$ cat config.mk
export PLATFORM = sky130hd
export DESIGN_NAME = icache_refill_flat
export DESIGN_NICKNAME = d
export VERILOG_FILES = /design/src/icache_fetch_pkg.sv /design/src/icache_geom_pkg.sv /design/src/icache_array_if.sv /design/src/icache_refill.sv /design/src/flat_wrapper.sv
export SDC_FILE = /design/constraint.sdc
export NUM_CORES = 1
export LEC_CHECK = 0
export BUFFER_PORTS_ARGS = -buffer_cell sky130_fd_sc_hd__buf_4
export CAP_MARGIN = 10
export CORE_AREA = 2 2 103 105
export CTS_BUF_LIST = sky130_fd_sc_hd__clkbuf_8
export CTS_CLUSTER_DIAMETER = 120
export DETAILED_ROUTE_END_ITERATION = 10
export DIE_AREA = 0 0 105 107
export SYNTH_ARGS = -nofsm -noshare
export SYNTH_HDL_FRONTEND = slang
export SYNTH_SLANG_ARGS = --single-unit
export TNS_END_PERCENT = 1
$ cat constraint.sdc
create_clock -name clk_i -period 1.69 [get_ports clk_i]
set_input_delay 0.169 -clock clk_i [delete_from_list [all_inputs] [get_ports clk_i]]
set_output_delay 0.169 -clock clk_i [all_outputs]
set_load 0.005 [all_outputs]
$ cat src/icache_fetch_pkg.sv
// Fetch-side exception cause codes and refill beat constants
`default_nettype none

package icache_fetch_pkg;

  ////////////////////////////////
  // Exception causes
  ////////////////////////////////

  // Instruction access fault, also used for out-of-range addresses
  parameter logic [3:0] ExcAccessFault = 4'd1;

  ////////////////////////////////
  // Refill
  ////////////////////////////////

  // 64-bit beats in one 64-byte line
  parameter int unsigned BeatsPerLine = 8;

endpackage

`default_nettype wire

$ cat src/icache_geom_pkg.sv
// Cache geometry constants, the fetch address union and the tag entry type
`default_nettype none

package icache_geom_pkg;

  // Physical address and line geometry
  parameter int unsigned PhysAddrLen = 32;
  parameter int unsigned SetsWidth   = 4;
  parameter int unsigned BeatWidth   = 3;
  // 64-byte line, so six offset bits drop out of the tag
  parameter int unsigned TagWidth    = PhysAddrLen - SetsWidth - 6;

  typedef struct packed {
    logic [TagWidth-1:0]  tag;
    logic [SetsWidth-1:0] index;
    logic [BeatWidth-1:0] beat;
    logic                 half;
    logic [1:0]           byte_off;
  } icache_addr_fields_t;

  // Same word seen flat by memory and split by the arrays
  typedef union packed {
    logic [PhysAddrLen-1:0] raw;
    icache_addr_fields_t    fields;
  } icache_addr_u;

  typedef struct packed {
    logic [TagWidth-1:0] tag;
    logic                valid;
  } tag_entry_t;

endpackage

`default_nettype wire

$ cat src/icache_array_if.sv
// Array access interface between control, refill unit, tag array and data array
`timescale 1ns/1ps
`default_nettype none

interface icache_array_if #(
  parameter int unsigned WaysWidth = 2
);

  // Lookup side, driven by control
  logic                         rd_req;
  icache_geom_pkg::icache_addr_u rd_addr;
  logic                         flush_start;
  logic                         alloc;

  // Refill writes
  logic                         wr_tag_req;
  logic                         wr_data_req;
  logic [WaysWidth-1:0]         wr_way;
  icache_geom_pkg::icache_addr_u wr_addr;
  icache_geom_pkg::tag_entry_t  wr_tag;
  logic [63:0]                  wr_data;

  // Lookup results, valid the cycle after rd_req
  logic                         hit;
  logic [WaysWidth-1:0]         sel_way;
  logic                         flush_busy;
  logic [31:0]                  rd_word;

  modport ctrl (
    output rd_req, rd_addr, flush_start, alloc,
    input  hit, sel_way, flush_busy, rd_word
  );

  modport refill (
    output wr_tag_req, wr_data_req, wr_way, wr_addr, wr_tag, wr_data,
    input  rd_addr
  );

  modport tag (
    input  rd_req, rd_addr, flush_start, alloc, wr_tag_req, wr_way, wr_addr, wr_tag,
    output hit, sel_way, flush_busy
  );

  modport data (
    input  rd_req, rd_addr, sel_way, wr_data_req, wr_way, wr_addr, wr_data,
    output rd_word
  );

endinterface

`default_nettype wire

$ cat src/icache_refill.sv
// Line refill unit: memory request, beat counting and array writes
`timescale 1ns/1ps
`default_nettype none

module icache_refill #(
  parameter int unsigned WaysWidth = 2
) (
  input  wire logic                                    clk_i,
  input  wire logic                                    rst_ni,
  input  wire logic                                    refill_start_i,
  input  wire logic [WaysWidth-1:0]                    refill_way_i,
  output logic                                         refill_done_o,
  output logic                                         refill_denied_o,
  icache_array_if.refill                               arr,
  output logic                                         mem_a_valid_o,
  input  wire logic                                    mem_a_ready_i,
  output logic [icache_geom_pkg::PhysAddrLen-1:0]      mem_a_address_o,
  input  wire logic                                    mem_d_valid_i,
  output logic                                         mem_d_ready_o,
  input  wire logic [63:0]                             mem_d_data_i,
  input  wire logic                                    mem_d_denied_i
);

  typedef enum logic [1:0] {
    Idle,
    Request,
    Beats,
    Done
  } state_e;

  state_e                                state_q;
  logic [icache_geom_pkg::BeatWidth-1:0] beat_q;
  logic                                  denied_q;
  icache_geom_pkg::icache_addr_u         line_q;
  logic [WaysWidth-1:0]                  way_q;

  logic beat_fire;
  logic last_beat;

  assign beat_fire = mem_d_valid_i && mem_d_ready_o;
  assign last_beat = beat_q == icache_geom_pkg::BeatWidth'(icache_fetch_pkg::BeatsPerLine - 1);

  always_ff @(posedge clk_i or negedge rst_ni) begin
    if (!rst_ni) begin
      state_q  <= Idle;
      beat_q   <= '0;
      denied_q <= 1'b0;
    end else begin
      unique case (state_q)
        Idle: if (refill_start_i) state_q <= Request;
        Request: begin
          if (mem_a_ready_i) begin
            state_q  <= Beats;
            beat_q   <= '0;
            denied_q <= 1'b0;
          end
        end
        Beats: begin
          if (beat_fire) begin
            beat_q   <= beat_q + 1'b1;
            denied_q <= denied_q | mem_d_denied_i;
            if (last_beat) begin
              state_q <= Done;
            end
          end
        end
        Done: state_q <= Idle;
        default: state_q <= Idle;
      endcase
    end
  end

  // Line address and target way, held for the whole refill
  always_ff @(posedge clk_i) begin
    if (refill_start_i && state_q == Idle) begin
      line_q.raw <= {arr.rd_addr.raw[icache_geom_pkg::PhysAddrLen-1:6], 6'b0};
      way_q      <= refill_way_i;
    end
  end

  assign mem_a_valid_o   = state_q == Request;
  assign mem_a_address_o = line_q.raw;
  assign mem_d_ready_o   = state_q == Beats;

  ////////////////////////////////
  // Array writes
  ////////////////////////////////

  always_comb begin
    arr.wr_addr             = line_q;
    arr.wr_addr.fields.beat = beat_q;
  end

  assign arr.wr_way       = way_q;
  assign arr.wr_data      = mem_d_data_i;
  assign arr.wr_data_req  = beat_fire && !mem_d_denied_i;
  // Tag becomes valid only if no beat of the line was denied
  assign arr.wr_tag_req   = beat_fire && last_beat && !(denied_q || mem_d_denied_i);
  assign arr.wr_tag.tag   = line_q.fields.tag;
  assign arr.wr_tag.valid = 1'b1;

  assign refill_done_o   = state_q == Done;
  assign refill_denied_o = (state_q == Done) && denied_q;

endmodule

`default_nettype wire

$ cat src/flat_wrapper.sv
// flat-port wrapper written by rule: the top's interface ports become plain ports
module icache_refill_flat 
#(
  parameter int unsigned WaysWidth = 2
)
  (clk_i, rst_ni, refill_start_i, refill_way_i, refill_done_o, refill_denied_o, mem_a_valid_o, mem_a_ready_i, mem_a_address_o, mem_d_valid_i, mem_d_ready_o, mem_d_data_i, mem_d_denied_i, arr_wr_tag_req, arr_wr_data_req, arr_wr_way, arr_wr_addr, arr_wr_tag, arr_wr_data, arr_rd_addr);
  icache_array_if #(.WaysWidth(WaysWidth)) arr_i ();
  input  wire logic clk_i;
  input  wire logic rst_ni;
  input  wire logic refill_start_i;
  input  wire logic [WaysWidth-1:0] refill_way_i;
  output logic refill_done_o;
  output logic refill_denied_o;
  output logic mem_a_valid_o;
  input  wire logic mem_a_ready_i;
  output logic [icache_geom_pkg::PhysAddrLen-1:0] mem_a_address_o;
  input  wire logic mem_d_valid_i;
  output logic mem_d_ready_o;
  input  wire logic [63:0] mem_d_data_i;
  input  wire logic mem_d_denied_i;
  output wire logic [$bits(arr_i.wr_tag_req)-1:0] arr_wr_tag_req;
  output wire logic [$bits(arr_i.wr_data_req)-1:0] arr_wr_data_req;
  output wire logic [$bits(arr_i.wr_way)-1:0] arr_wr_way;
  output wire logic [$bits(arr_i.wr_addr)-1:0] arr_wr_addr;
  output wire logic [$bits(arr_i.wr_tag)-1:0] arr_wr_tag;
  output wire logic [$bits(arr_i.wr_data)-1:0] arr_wr_data;
  input wire logic [$bits(arr_i.rd_addr)-1:0] arr_rd_addr;
  assign arr_wr_tag_req = arr_i.wr_tag_req;
  assign arr_wr_data_req = arr_i.wr_data_req;
  assign arr_wr_way = arr_i.wr_way;
  assign arr_wr_addr = arr_i.wr_addr;
  assign arr_wr_tag = arr_i.wr_tag;
  assign arr_wr_data = arr_i.wr_data;
  assign arr_i.rd_addr = arr_rd_addr;
  icache_refill #(.WaysWidth(WaysWidth)) u_core (.clk_i(clk_i), .rst_ni(rst_ni), .refill_start_i(refill_start_i), .refill_way_i(refill_way_i), .refill_done_o(refill_done_o), .refill_denied_o(refill_denied_o), .arr(arr_i), .mem_a_valid_o(mem_a_valid_o), .mem_a_ready_i(mem_a_ready_i), .mem_a_address_o(mem_a_address_o), .mem_d_valid_i(mem_d_valid_i), .mem_d_ready_o(mem_d_ready_o), .mem_d_data_i(mem_d_data_i), .mem_d_denied_i(mem_d_denied_i));
endmodule
After elaboration in Yosys (flattened, before gate mapping)

Index checks and enable logic that the tools add are counted.
W data, S select, Z words.

Register bits after elaboration: 34
Input bits: 104
Output and inout port bits: 159
Logic and storage cells: 39

$add $sub $neg: 1
Eq/ne operators: 8
Multiplexer cells: 11
Bitwise gates (word level): 1
Reduce and logical (&&, ||, !) cells: 13

Operators with widths:

| operator              | count |
|---|---|
| $mux W2               | 4 |
| $pmux W2 S4           | 1 |
| $logic_and A1 B1 Y1   | 6 |
| $mux W3               | 2 |
| $ne A2 B2 Y1 const B  | 3 |
| $pmux W3 S2           | 1 |
| $eq A2 B2 Y1 const B  | 2 |
| $reduce_and A4 Y1     | 1 |
| $add A3 B1 Y3 const B | 1 |
| $eq A3 B3 Y1 const B  | 1 |
| $reduce_and A3 Y1     | 1 |
| $eq A2 B1 Y1 const B  | 1 |
| $logic_not A1 Y1      | 2 |
| $logic_not A2 Y1      | 1 |
| $mux W1               | 2 |
| $ne A2 B1 Y1 const B  | 1 |
| $pmux W1 S2           | 1 |
| $reduce_bool A2 Y1    | 1 |
| $logic_or A1 B1 Y1    | 1 |
| $or A1 B1 Y1          | 1 |

Longest topological paths before layout

Gate-level depths: netlist (run 1).

Word-level depth: 4
Depth in mapped cells: 5
Mapped depth without buffers: 5

Worst setup path after synthesis (run 1)

Ideal clock, no wire load.

Path kind: register to register
Start point: register u_core.state_q[0]
End point: register u_core.way_q[0], in the netlist u_core.arr.wr_way[0], enable pin
Library setup time: 0.387 ns
Arrival: 1.375 ns
Required time: 1.303 ns
Slack: -0.072 ns
Stages on the path, launching flop included: 4
Path buffers: 0
Period minus slack after synthesis: 1.762 ns
Path through: dfrtp_1 -> inv_1 -> ha_1 -> and2_1

Cells in the longest elaborated chain, start to end: 2

Ends and longest elaborated chain:

| item                   | RTL line            | text |
|---|---|---|
| start, declared        | icache_refill.sv:31 | `state_e state_q;` |
| start signal, assigned | icache_refill.sv:45 | `state_q <= Idle;` |
| start signal, assigned | icache_refill.sv:50 | `Idle: if (refill_start_i) state_q <= Request;` |
| start signal, assigned | icache_refill.sv:53 | `state_q <= Beats;` |
| $logic_not A2 Y1       | icache_refill.sv:75 | `if (refill_start_i && state_q == Idle) begin` |
| $logic_and A1 B1 Y1    | icache_refill.sv:75 |  |
| end signal, assigned   | icache_refill.sv:77 | `way_q <= refill_way_i;` |
| end, declared          | icache_refill.sv:35 | `logic [WaysWidth-1:0] way_q;` |

No other way between the ends.
A chain may end at the register's enable or synchronous reset.

Worst setup path after layout (run 1)

Start point: register u_core.state_q[0]
End point: register u_core.state_q[0]

Cells in the longest elaborated chain, start to end: 4
Elaborated cells between the ends (all ways): 11
Classes of those cells: eq/ne (7); mux (1); reduce/logical (3)

Ends and longest elaborated chain:

| item                        | RTL line                                 | text |
|---|---|---|
| $eq A2 B2 Y1                | icache_refill.sv:49, icache_refill.sv:83 |  |
| $logic_and A1 B1 Y1         | icache_refill.sv:40                      | `assign beat_fire = mem_d_valid_i && mem_d_ready_o;` |
| $ne A2 B2 Y1 (no line)      | n/a                                      |  |
| $reduce_and A4 Y1 (no line) | n/a                                      |  |

Several ways; a longest one is shown, not always the timed one.

==> results.cfg, run 1 <==
[synthesis]
yosys-top-cells-count = buf_4, edfxtp_1, ha_1
synth_top_area_cell = buf_4
synthCells = 192
synth_cell_types = 22
ys.flop_type = edfxtp_1
synth-seq-cells = 34
synth_top_area_share_pct = 41.38
syn_avg_cell_area_um2 = 11.53
yosysMostFrequentCell = buf_4
synth_area_leaders = buf_4, edfxtp_1, dfrtp_1, ha_1, a2111oi_4
synthArstFlopShare_pct = 17.65
seq_area_frac_synth_pct = 44.77
yosysWarningCount = 0
synth-edff-count = 28
synth.cell_area_um2 = 2213

[timing]
whs_ns = 0.05522
rsz0062_at_grt = yes
finalCritPeriodShare_pct = 98.23
worst_slack_ns = 0.02984
drv_slew = 0
finalSetupViolCount = 0
fmax_mhz = 602.4
hold_viol_final = 0
final.setup_skew_ns = 0.01068
fin_crit_ns = 1.660

[route]
drc = 0
wire_per_inst_um = 12.52
vias = 1168
first_iter_violations = 29
wirelength_mm = 4.370
vias_per_cell = 3.347
firstDrtPassIters = 3
antenna_left = 0

[floorplan]
start_util_pct = 21.93
coreArea_um2 = 10090
die_w_um = 105
rows = 37
ios = 263
die_h_um = 107
die-area_um2 = 11240

[place]
placed_area_um2 = 2442
preCtsSetupSlack_ns = -0.01048
hpwl_mm = 3.427
io_buffer_count = 118
gp_congestion = 0.6735
dp_cells = 338

[layout]
syn_to_final_growth_pct = 17.24
drive_above_1_share_pct = 70.42
fin_nets = 324
finalNonFillerCells = 349
fin_area_um2 = 2595
diodes = 0

[global_route]
grt-ovfl-total = 0
grt_pass1_wl_mm = 6.051
grt_usage_pct = 7.089
antenna_found_initial = 0
grt_pass1_vias = 1144
grt_max_degree = 29

[setup_path]
crit_type = flop to flop
endpoint_kind = flop
crit_arrival_ns = 1.86
required_ns = 1.89
path_max_fanout = 4
ff2ff_path_depth = 7
cp-start-kind = flop

[worst_hold_path]
hp-class = input pin to flop
hold_depth = 1

[power]
leakage_uw = 0.001184
ir_drop_mv = 0.3703
power.density_nw_per_um2 = 1241

[clocking]
clkTransAtPathRegs_ns = 0.08
cts.sinks = 34
cts_inserted_buffers = 5
clockRootBuffer = clkbuf_8
clock_latency_ns = 0.28
cts_tree = built
cts_max_level = 2
clockBufferDepth = 2

[flow_run]
max-cap-violations = 0

[run_status]
status = finished clean
-- registers in the layout, summed over array words and instances (netlist names) --
register                count
u_core.mem_a_address_o     26
u_core.beat_q               3
u_core.arr.wr_way           2
u_core.state_q              2
u_core.denied_q             1
-- kinds of logic (layout without fill, tap and decap cells) --
family	after synthesis	count (layout)	synth area share [%]
AO/OA/AOI/OAI	5	5	2.657
adder cells (fa/ha/maj)	8	8	4.523
multiplexers	3	3	1.639
other	2	10	0.3393
buffers and inverters	125	138	41.89
AND/OR/NAND/NOR	15	15	4.183
flip-flops	34	34	44.77
-- worst max-delay path: stages, from the launching register on --
cell and delay [ns]:
dfrtp_1 0.39, inv_2 0.05, buf_4 0.15, ha_4 0.15
nor2b_4 0.12, a2111oi_4 0.31, buf_4 0.17, mux2i_1 0.21
-- area by class of cell --
type / count / area [um^2]
Fill cell: 1092 / 7497
Sequential cell: 34 / 991.0
Timing Repair Buffer: 127 / 968.4
Multi-Input combinational cell: 41 / 372.9
Tap cell: 136 / 170.2
Clock buffer: 5 / 68.82
Clock inverter: 3 / 12.51
Inverter: 3 / 11.26
-- power breakdown --
group	internal [uW]	total (uW)	leakage [uW]	switching, uW
Combinational	842	1380	0.000802	542
Clock	278	582	0.0000468	305
Sequential	1120	1250	0.000335	134
Total	2240	3220	0.00118	981
-- cells in the final DEF (no fill, tap or decap) --
master,count
ha_1,5
inv_1,1
clkbuf_8,5
dlygate4sd3_1,1
nand2_1,1
nor4_4,1
conb_1,10
buf_4,125
nand2_2,1
nand2b_1,1
nor2_1,4
and2_2,1
dfrtp_1,6
a22o_2,2
or3_4,1
mux2i_1,1
inv_2,3
ha_4,1
edfxtp_1,28
clkinv_1,1
and3_2,1
mux2_4,2
buf_12,1
clkinv_2,1
a21oi_1,1
nor2b_1,1
a2111oi_4,1
ha_2,2
and2_1,1
a31oi_1,1
nor2b_4,2
-- path summary, 6_finish.rpt --
path                       slack [ns]              start                          to
setup / recovery                 0.03  u_core.state_q[0]           u_core.state_q[0]
hold / removal                   0.06    arr_rd_addr[17]  u_core.mem_a_address_o[17]
min in group asynchronous        0.22             rst_ni           u_core.state_q[1]
setup reg to reg                 0.03  u_core.state_q[0]           u_core.state_q[0]
max in group asynchronous        1.35             rst_ni            u_core.beat_q[0]
hold reg to reg                  0.54   u_core.beat_q[2]            u_core.beat_q[2]
-- stage by stage --
step           util, %  power (uW)  TNS (ns)
6_report         25.71        3220         0
5_1_grt          25.71        3469  -0.04844
4_1_cts          25.19        3178         0
3_5_place_dp     24.20        2551  -0.01048
3_3_place_gp     24.20        2520         0
2_1_floorplan        -        2098         0
-- timing repair --
| action | 4_1_cts | 5_1_grt |
|---|---|---|
| endpoints found under the hold margin | 6 | 0 |
| hold buffers | 1 | 0 |
| setup buffers | 0 | 2 |
| pin swaps | 1 | 2 |
| resized for setup | 2 | 11 |
| setup endpoints to repair | 2 | 3 |
-- routing by layer --
layer	GRT usage, %	wire length (um)
met1	7.606	1529
met2	11.41	2277
met3	3.222	439
met4	4.381	123
met5	0	0
Note: power is estimated with default switching activity, not from simulation.
==> run 2, diff against run 1 <==
Settings changed: GPL_TIMING_DRIVEN set to 0, REMOVE_ABC_BUFFERS set to 1.
==> results.cfg, run 2 (synthesized netlist as in run 1, its figures left out) <==
[timing]
finalCritPeriodShare_pct = 100.6
fmax_mhz = 587.9
hold_viol_final = 0
fin_crit_ns = 1.701
whs_ns = 0.05740
final.setup_skew_ns = 0.001341
finalSetupViolCount = 1
drv_slew = 0
worst_slack_ns = -0.01084
rsz0062_at_grt = yes

[setup_path]
ff2ff_setup_slack_ns = -0.01
crit_cells = 5
crit_arrival_ns = 1.87
r2r-start = u_core.state_q[1]
endpoint_kind = flop
required_ns = 1.86
crit_path_cell_trace = buf_6, ha_4, nor2b_4, a2111oi_4, mux2_4
cp-start-kind = flop
path_buf_inv = 1
slowest_stage = dfrtp_2
crit_family = flip-flops
path_max_fanout = 6
crit_type = flop to flop
ff2ff_path_depth = 5
max_stage_delay_ns = 0.43
r2r-end = u_core.state_q[1]

[route]
vias_per_cell = 3.645
first_iter_violations = 32
vias = 1283
drc = 0
wirelength_mm = 9.655
wire_per_inst_um = 27.43
firstDrtPassIters = 4
antenna_left = 0

[power]
leakage_uw = 0.001193
ir_drop_mv = 0.3357
power.density_nw_per_um2 = 1264
finalPower_uw = 3339

[worst_hold_path]
worstHoldStart = refill_way_i[0]
hp-class = input pin to flop
hold-path-endpoint = u_core.arr.wr_way[0]
hold_depth = 1

[place]
hpwl_mm = 8.534
gp_congestion = 0.8202
placed_area_um2 = 2411
io_buffer_count = 118

[clocking]
cts.sinks = 34
clockRootBuffer = clkbuf_8
clkTransAtPathRegs_ns = 0.07
cts_inserted_buffers = 5
cts_max_level = 2
clock_latency_ns = 0.28
clockBufferDepth = 2
cts_tree = built

[global_route]
grt_max_degree = 17
antenna_found_initial = 1
grt_pass1_vias = 1185
grt_usage_pct = 16.25
grt_pass1_wl_mm = 11.67
grt-ovfl-total = 0

[floorplan]
start_util_pct = 21.93
die_h_um = 107
die-area_um2 = 11240
die_w_um = 105
coreArea_um2 = 10090
rows = 37
ios = 263

[layout]
fin_nets = 326
fin_area_um2 = 2643
multiInputGateArea_um2 = 376.6
drive_above_1_share_pct = 71.16
fill_cells = 1056
fin_util_pct = 26.18
regArea_um2 = 992.2
final_common_cell = buf_4
largest_reg_flops = 26
syn_to_final_growth_pct = 19.39
final_cell_mix = buf_4, edfxtp_1, conb_1

[run_status]
status = finished with violations
violations = setup timing

[flow_run]
max-cap-violations = 0
-- run 2: cell types whose count changed in the layout (fill, tap and decap cells not counted), sizes merged --
cell and change:
buf +2, clkbuf +1, clkinv -1, clkinvlp +1, diode +1, inv -1
-- run 2: per-layer routing --
| metal | up-vias | GRT usage [%] | wire length [um] |
|---|---|---|---|
| met4 | 2 | 2.857 | 49 |
| met3 | 6 | 22.61 | 2795 |
| met1 | 570 | 13.43 | 2670 |
| met5 | - | 2.857 | 46 |
| li1 | 533 | - | - |
| met2 | 172 | 22.73 | 4093 |
-- run 2: final cells by class --
cell class / instances / area share [%]
inverters: 3 / 0.4261
multi-input cells: 41 / 14.25
clock inverters: 2 / 0.4735
flip-flops and latches: 34 / 37.55
repair buffers: 129 / 37.64
well taps: 136 / 6.439
clock buffers: 6 / 3.125
diodes: 1 / 0.09470
-- run 2: how the worst max path moves through the flow --
stage / startpoint / to / slack, ns
global placement: u_core.state_q[0] / u_core.mem_a_address_o[25] / -0.48
CTS: u_core.state_q[1] / u_core.state_q[1] / -0.16
global route: u_core.state_q[1] / u_core.state_q[1] / -0.07
detailed placement: u_core.state_q[0] / u_core.mem_a_address_o[29] / -0.19
floorplan: u_core.state_q[0] / u_core.arr.wr_way[0] / -0.07
finish: u_core.state_q[1] / u_core.state_q[1] / -0.01
-- run 2: what timing repair did --
item	4_1_cts	5_1_grt
endpoints found under the hold margin	6	0
hold buffers	1	0
endpoints found under the setup margin	33	22
buffers inserted	0	9
resized for setup	2	13
pin swaps	1	3
-- run 2: through the flow --
stage                     worst slack (ns)  setup TNS, ns  instances
after global routing              -0.06670        -0.1796        351
after detailed placement           -0.1946         -3.681        333
after floorplan                   -0.07212         -2.019         78
after CTS                          -0.1576        -0.3073        342
after global placement             -0.4844         -13.60        332
final                             -0.01084       -0.01084        352
-- run 2: where the power goes --
group          switching [uW]  internal, uW  leakage (uW)
sequential                142          1120      0.000334
combinational             549           887      0.000812
clock                     312           328     0.0000472
total                    1000          2340       0.00119
==> run 3, diff against run 2 <==
Settings changed: BUFFER_PORTS_ARGS -buffer_cell sky130_fd_sc_hd__buf_4 to -buffer_cell sky130_fd_sc_hd__buf_2.
==> results.cfg, run 3 (synthesized netlist as in run 1, its figures left out) <==
[timing]
fin_crit_ns = 1.648
finalSetupTns_ns = 0
worst_slack_ns = 0.04194
drv_slew = 0
finalCritPeriodShare_pct = 97.52
final.setup_skew_ns = 0.007844
hold_viol_final = 0
finalSetupViolCount = 0
fmax_mhz = 606.8
rsz0062_at_grt = yes

[layout]
largest_reg_flops = 26
fin_nets = 319
final_common_cell = buf_2
fin_area_um2 = 2305
final_cell_mix = buf_2, edfxtp_1, conb_1
syn_to_final_growth_pct = 4.127
finalNonFillerCells = 345
drive_above_1_share_pct = 69.71

[route]
wirelength_mm = 9.519
wire_per_inst_um = 27.59
first_iter_violations = 31
vias_per_cell = 3.623
firstDrtPassIters = 6
vias = 1250
drc = 0
antenna_left = 0

[power]
ir_drop_mv = 0.3640
power.density_nw_per_um2 = 1408
leakage_uw = 0.001083

[clocking]
cts_tree = built
clkTransAtPathRegs_ns = 0.08
clockBufferDepth = 2
clockRootBuffer = clkbuf_8
cts.sinks = 34
clock_latency_ns = 0.29
cts_max_level = 2
cts_inserted_buffers = 5

[place]
preCtsSetupSlack_ns = -0.1312
gp_congestion = 0.8176
io_buffer_count = 118
dp_cells = 333
hpwl_mm = 8.534
placed_area_um2 = 2116

[setup_path]
r2r-end = u_core.state_q[1]
endpoint_kind = flop
r2r-start = u_core.state_q[0]
required_ns = 1.87
ff2ff_path_depth = 5
ff2ff_setup_slack_ns = 0.04
path_max_fanout = 5
crit_arrival_ns = 1.82
cp-start-kind = flop
crit_type = flop to flop

[worst_hold_path]
hold-path-endpoint = u_core.mem_a_address_o[16]
hp-class = input pin to flop
hold_depth = 1
worstHoldStart = arr_rd_addr[16]

[floorplan]
die_h_um = 107
rows = 37
start_util_pct = 21.93
die-area_um2 = 11240
ios = 263
coreArea_um2 = 10090
die_w_um = 105

[flow_run]
max-cap-violations = 0

[global_route]
grt_use_met3_pct = 22.25
antenna_found_initial = 1
grt_pass1_wl_mm = 11.66
grt_max_degree = 22
met1_usage_pct = 13.71
grt_usage_pct = 16.27
gr-max-usage-layer = met2
grtUsageMet2_pct = 22.45
grt-ovfl-total = 0
grt_pass1_vias = 1132

[run_status]
status = finished clean
-- run 3: metrics by stage --
stage | total power (uW) | hold WS [ns] | utilization (%)
5_1_grt | 3437 | 0.03579 | 22.81
4_1_cts | 3217 | 0.03748 | 22.63
2_1_floorplan | 1736 | -0.1266 | -
3_3_place_gp | 2183 | 0.002461 | 20.69
6_report | 3244 | 0.05362 | 22.84
3_5_place_dp | 2260 | 0.009838 | 20.96
-- run 3: worst max path at each step --
stage	startpoint	to	slack [ns]	depth (start not counted)
after floorplan	u_core.state_q[0]	u_core.arr.wr_way[0]	-0.07	3
after global placement	u_core.state_q[0]	u_core.mem_a_address_o[29]	-0.48	3
after detailed placement	u_core.state_q[1]	u_core.state_q[1]	-0.13	5
after CTS	u_core.state_q[1]	u_core.state_q[1]	-0.03	5
after global routing	u_core.state_q[0]	u_core.state_q[1]	-0.02	5
final	u_core.state_q[0]	u_core.state_q[1]	0.04	5
-- run 3: repair_timing --
action / CTS / global route
pin swaps: 2 / 2
setup endpoints to repair: 26 / 4
resized for setup: 5 / 5
hold buffers: 1 / 0
buffers inserted: 1 / 1
endpoints found under the hold margin: 6 / 0
-- run 3: power by group --
| group | total [uW] | internal [uW] | leakage (uW) | switching (uW) |
|---|---|---|---|---|
| Combinational | 1100 | 593 | 0.000681 | 505 |
| Clock | 902 | 591 | 0.0000683 | 311 |
| Sequential | 1240 | 1120 | 0.000334 | 123 |
-- run 3: layout make-up --
cell class	count	area, um^2
Fill cell	1123	7787
Tap cell	136	170.2
Inverter	3	11.26
Clock buffer	5	68.82
Sequential cell	34	992.2
Clock inverter	3	68.82
Timing Repair Buffer	122	646.9
Antenna cell	1	2.502
Multi-Input combinational cell	41	344.1
-- run 3: critical path: stages (launching register included) --
cell and delay, ns:
dfrtp_1 0.39, inv_2 0.08, ha_1 0.21, nor2b_1 0.16, a2111oi_4 0.36, mux2_4 0.33
-- run 3: routing by layer --
metal	part of all wire [%]	vias to the layer above
met5	0.48	-
li1	-	520
met3	29	10
met4	0.85	2
met2	42	171
met1	28	547
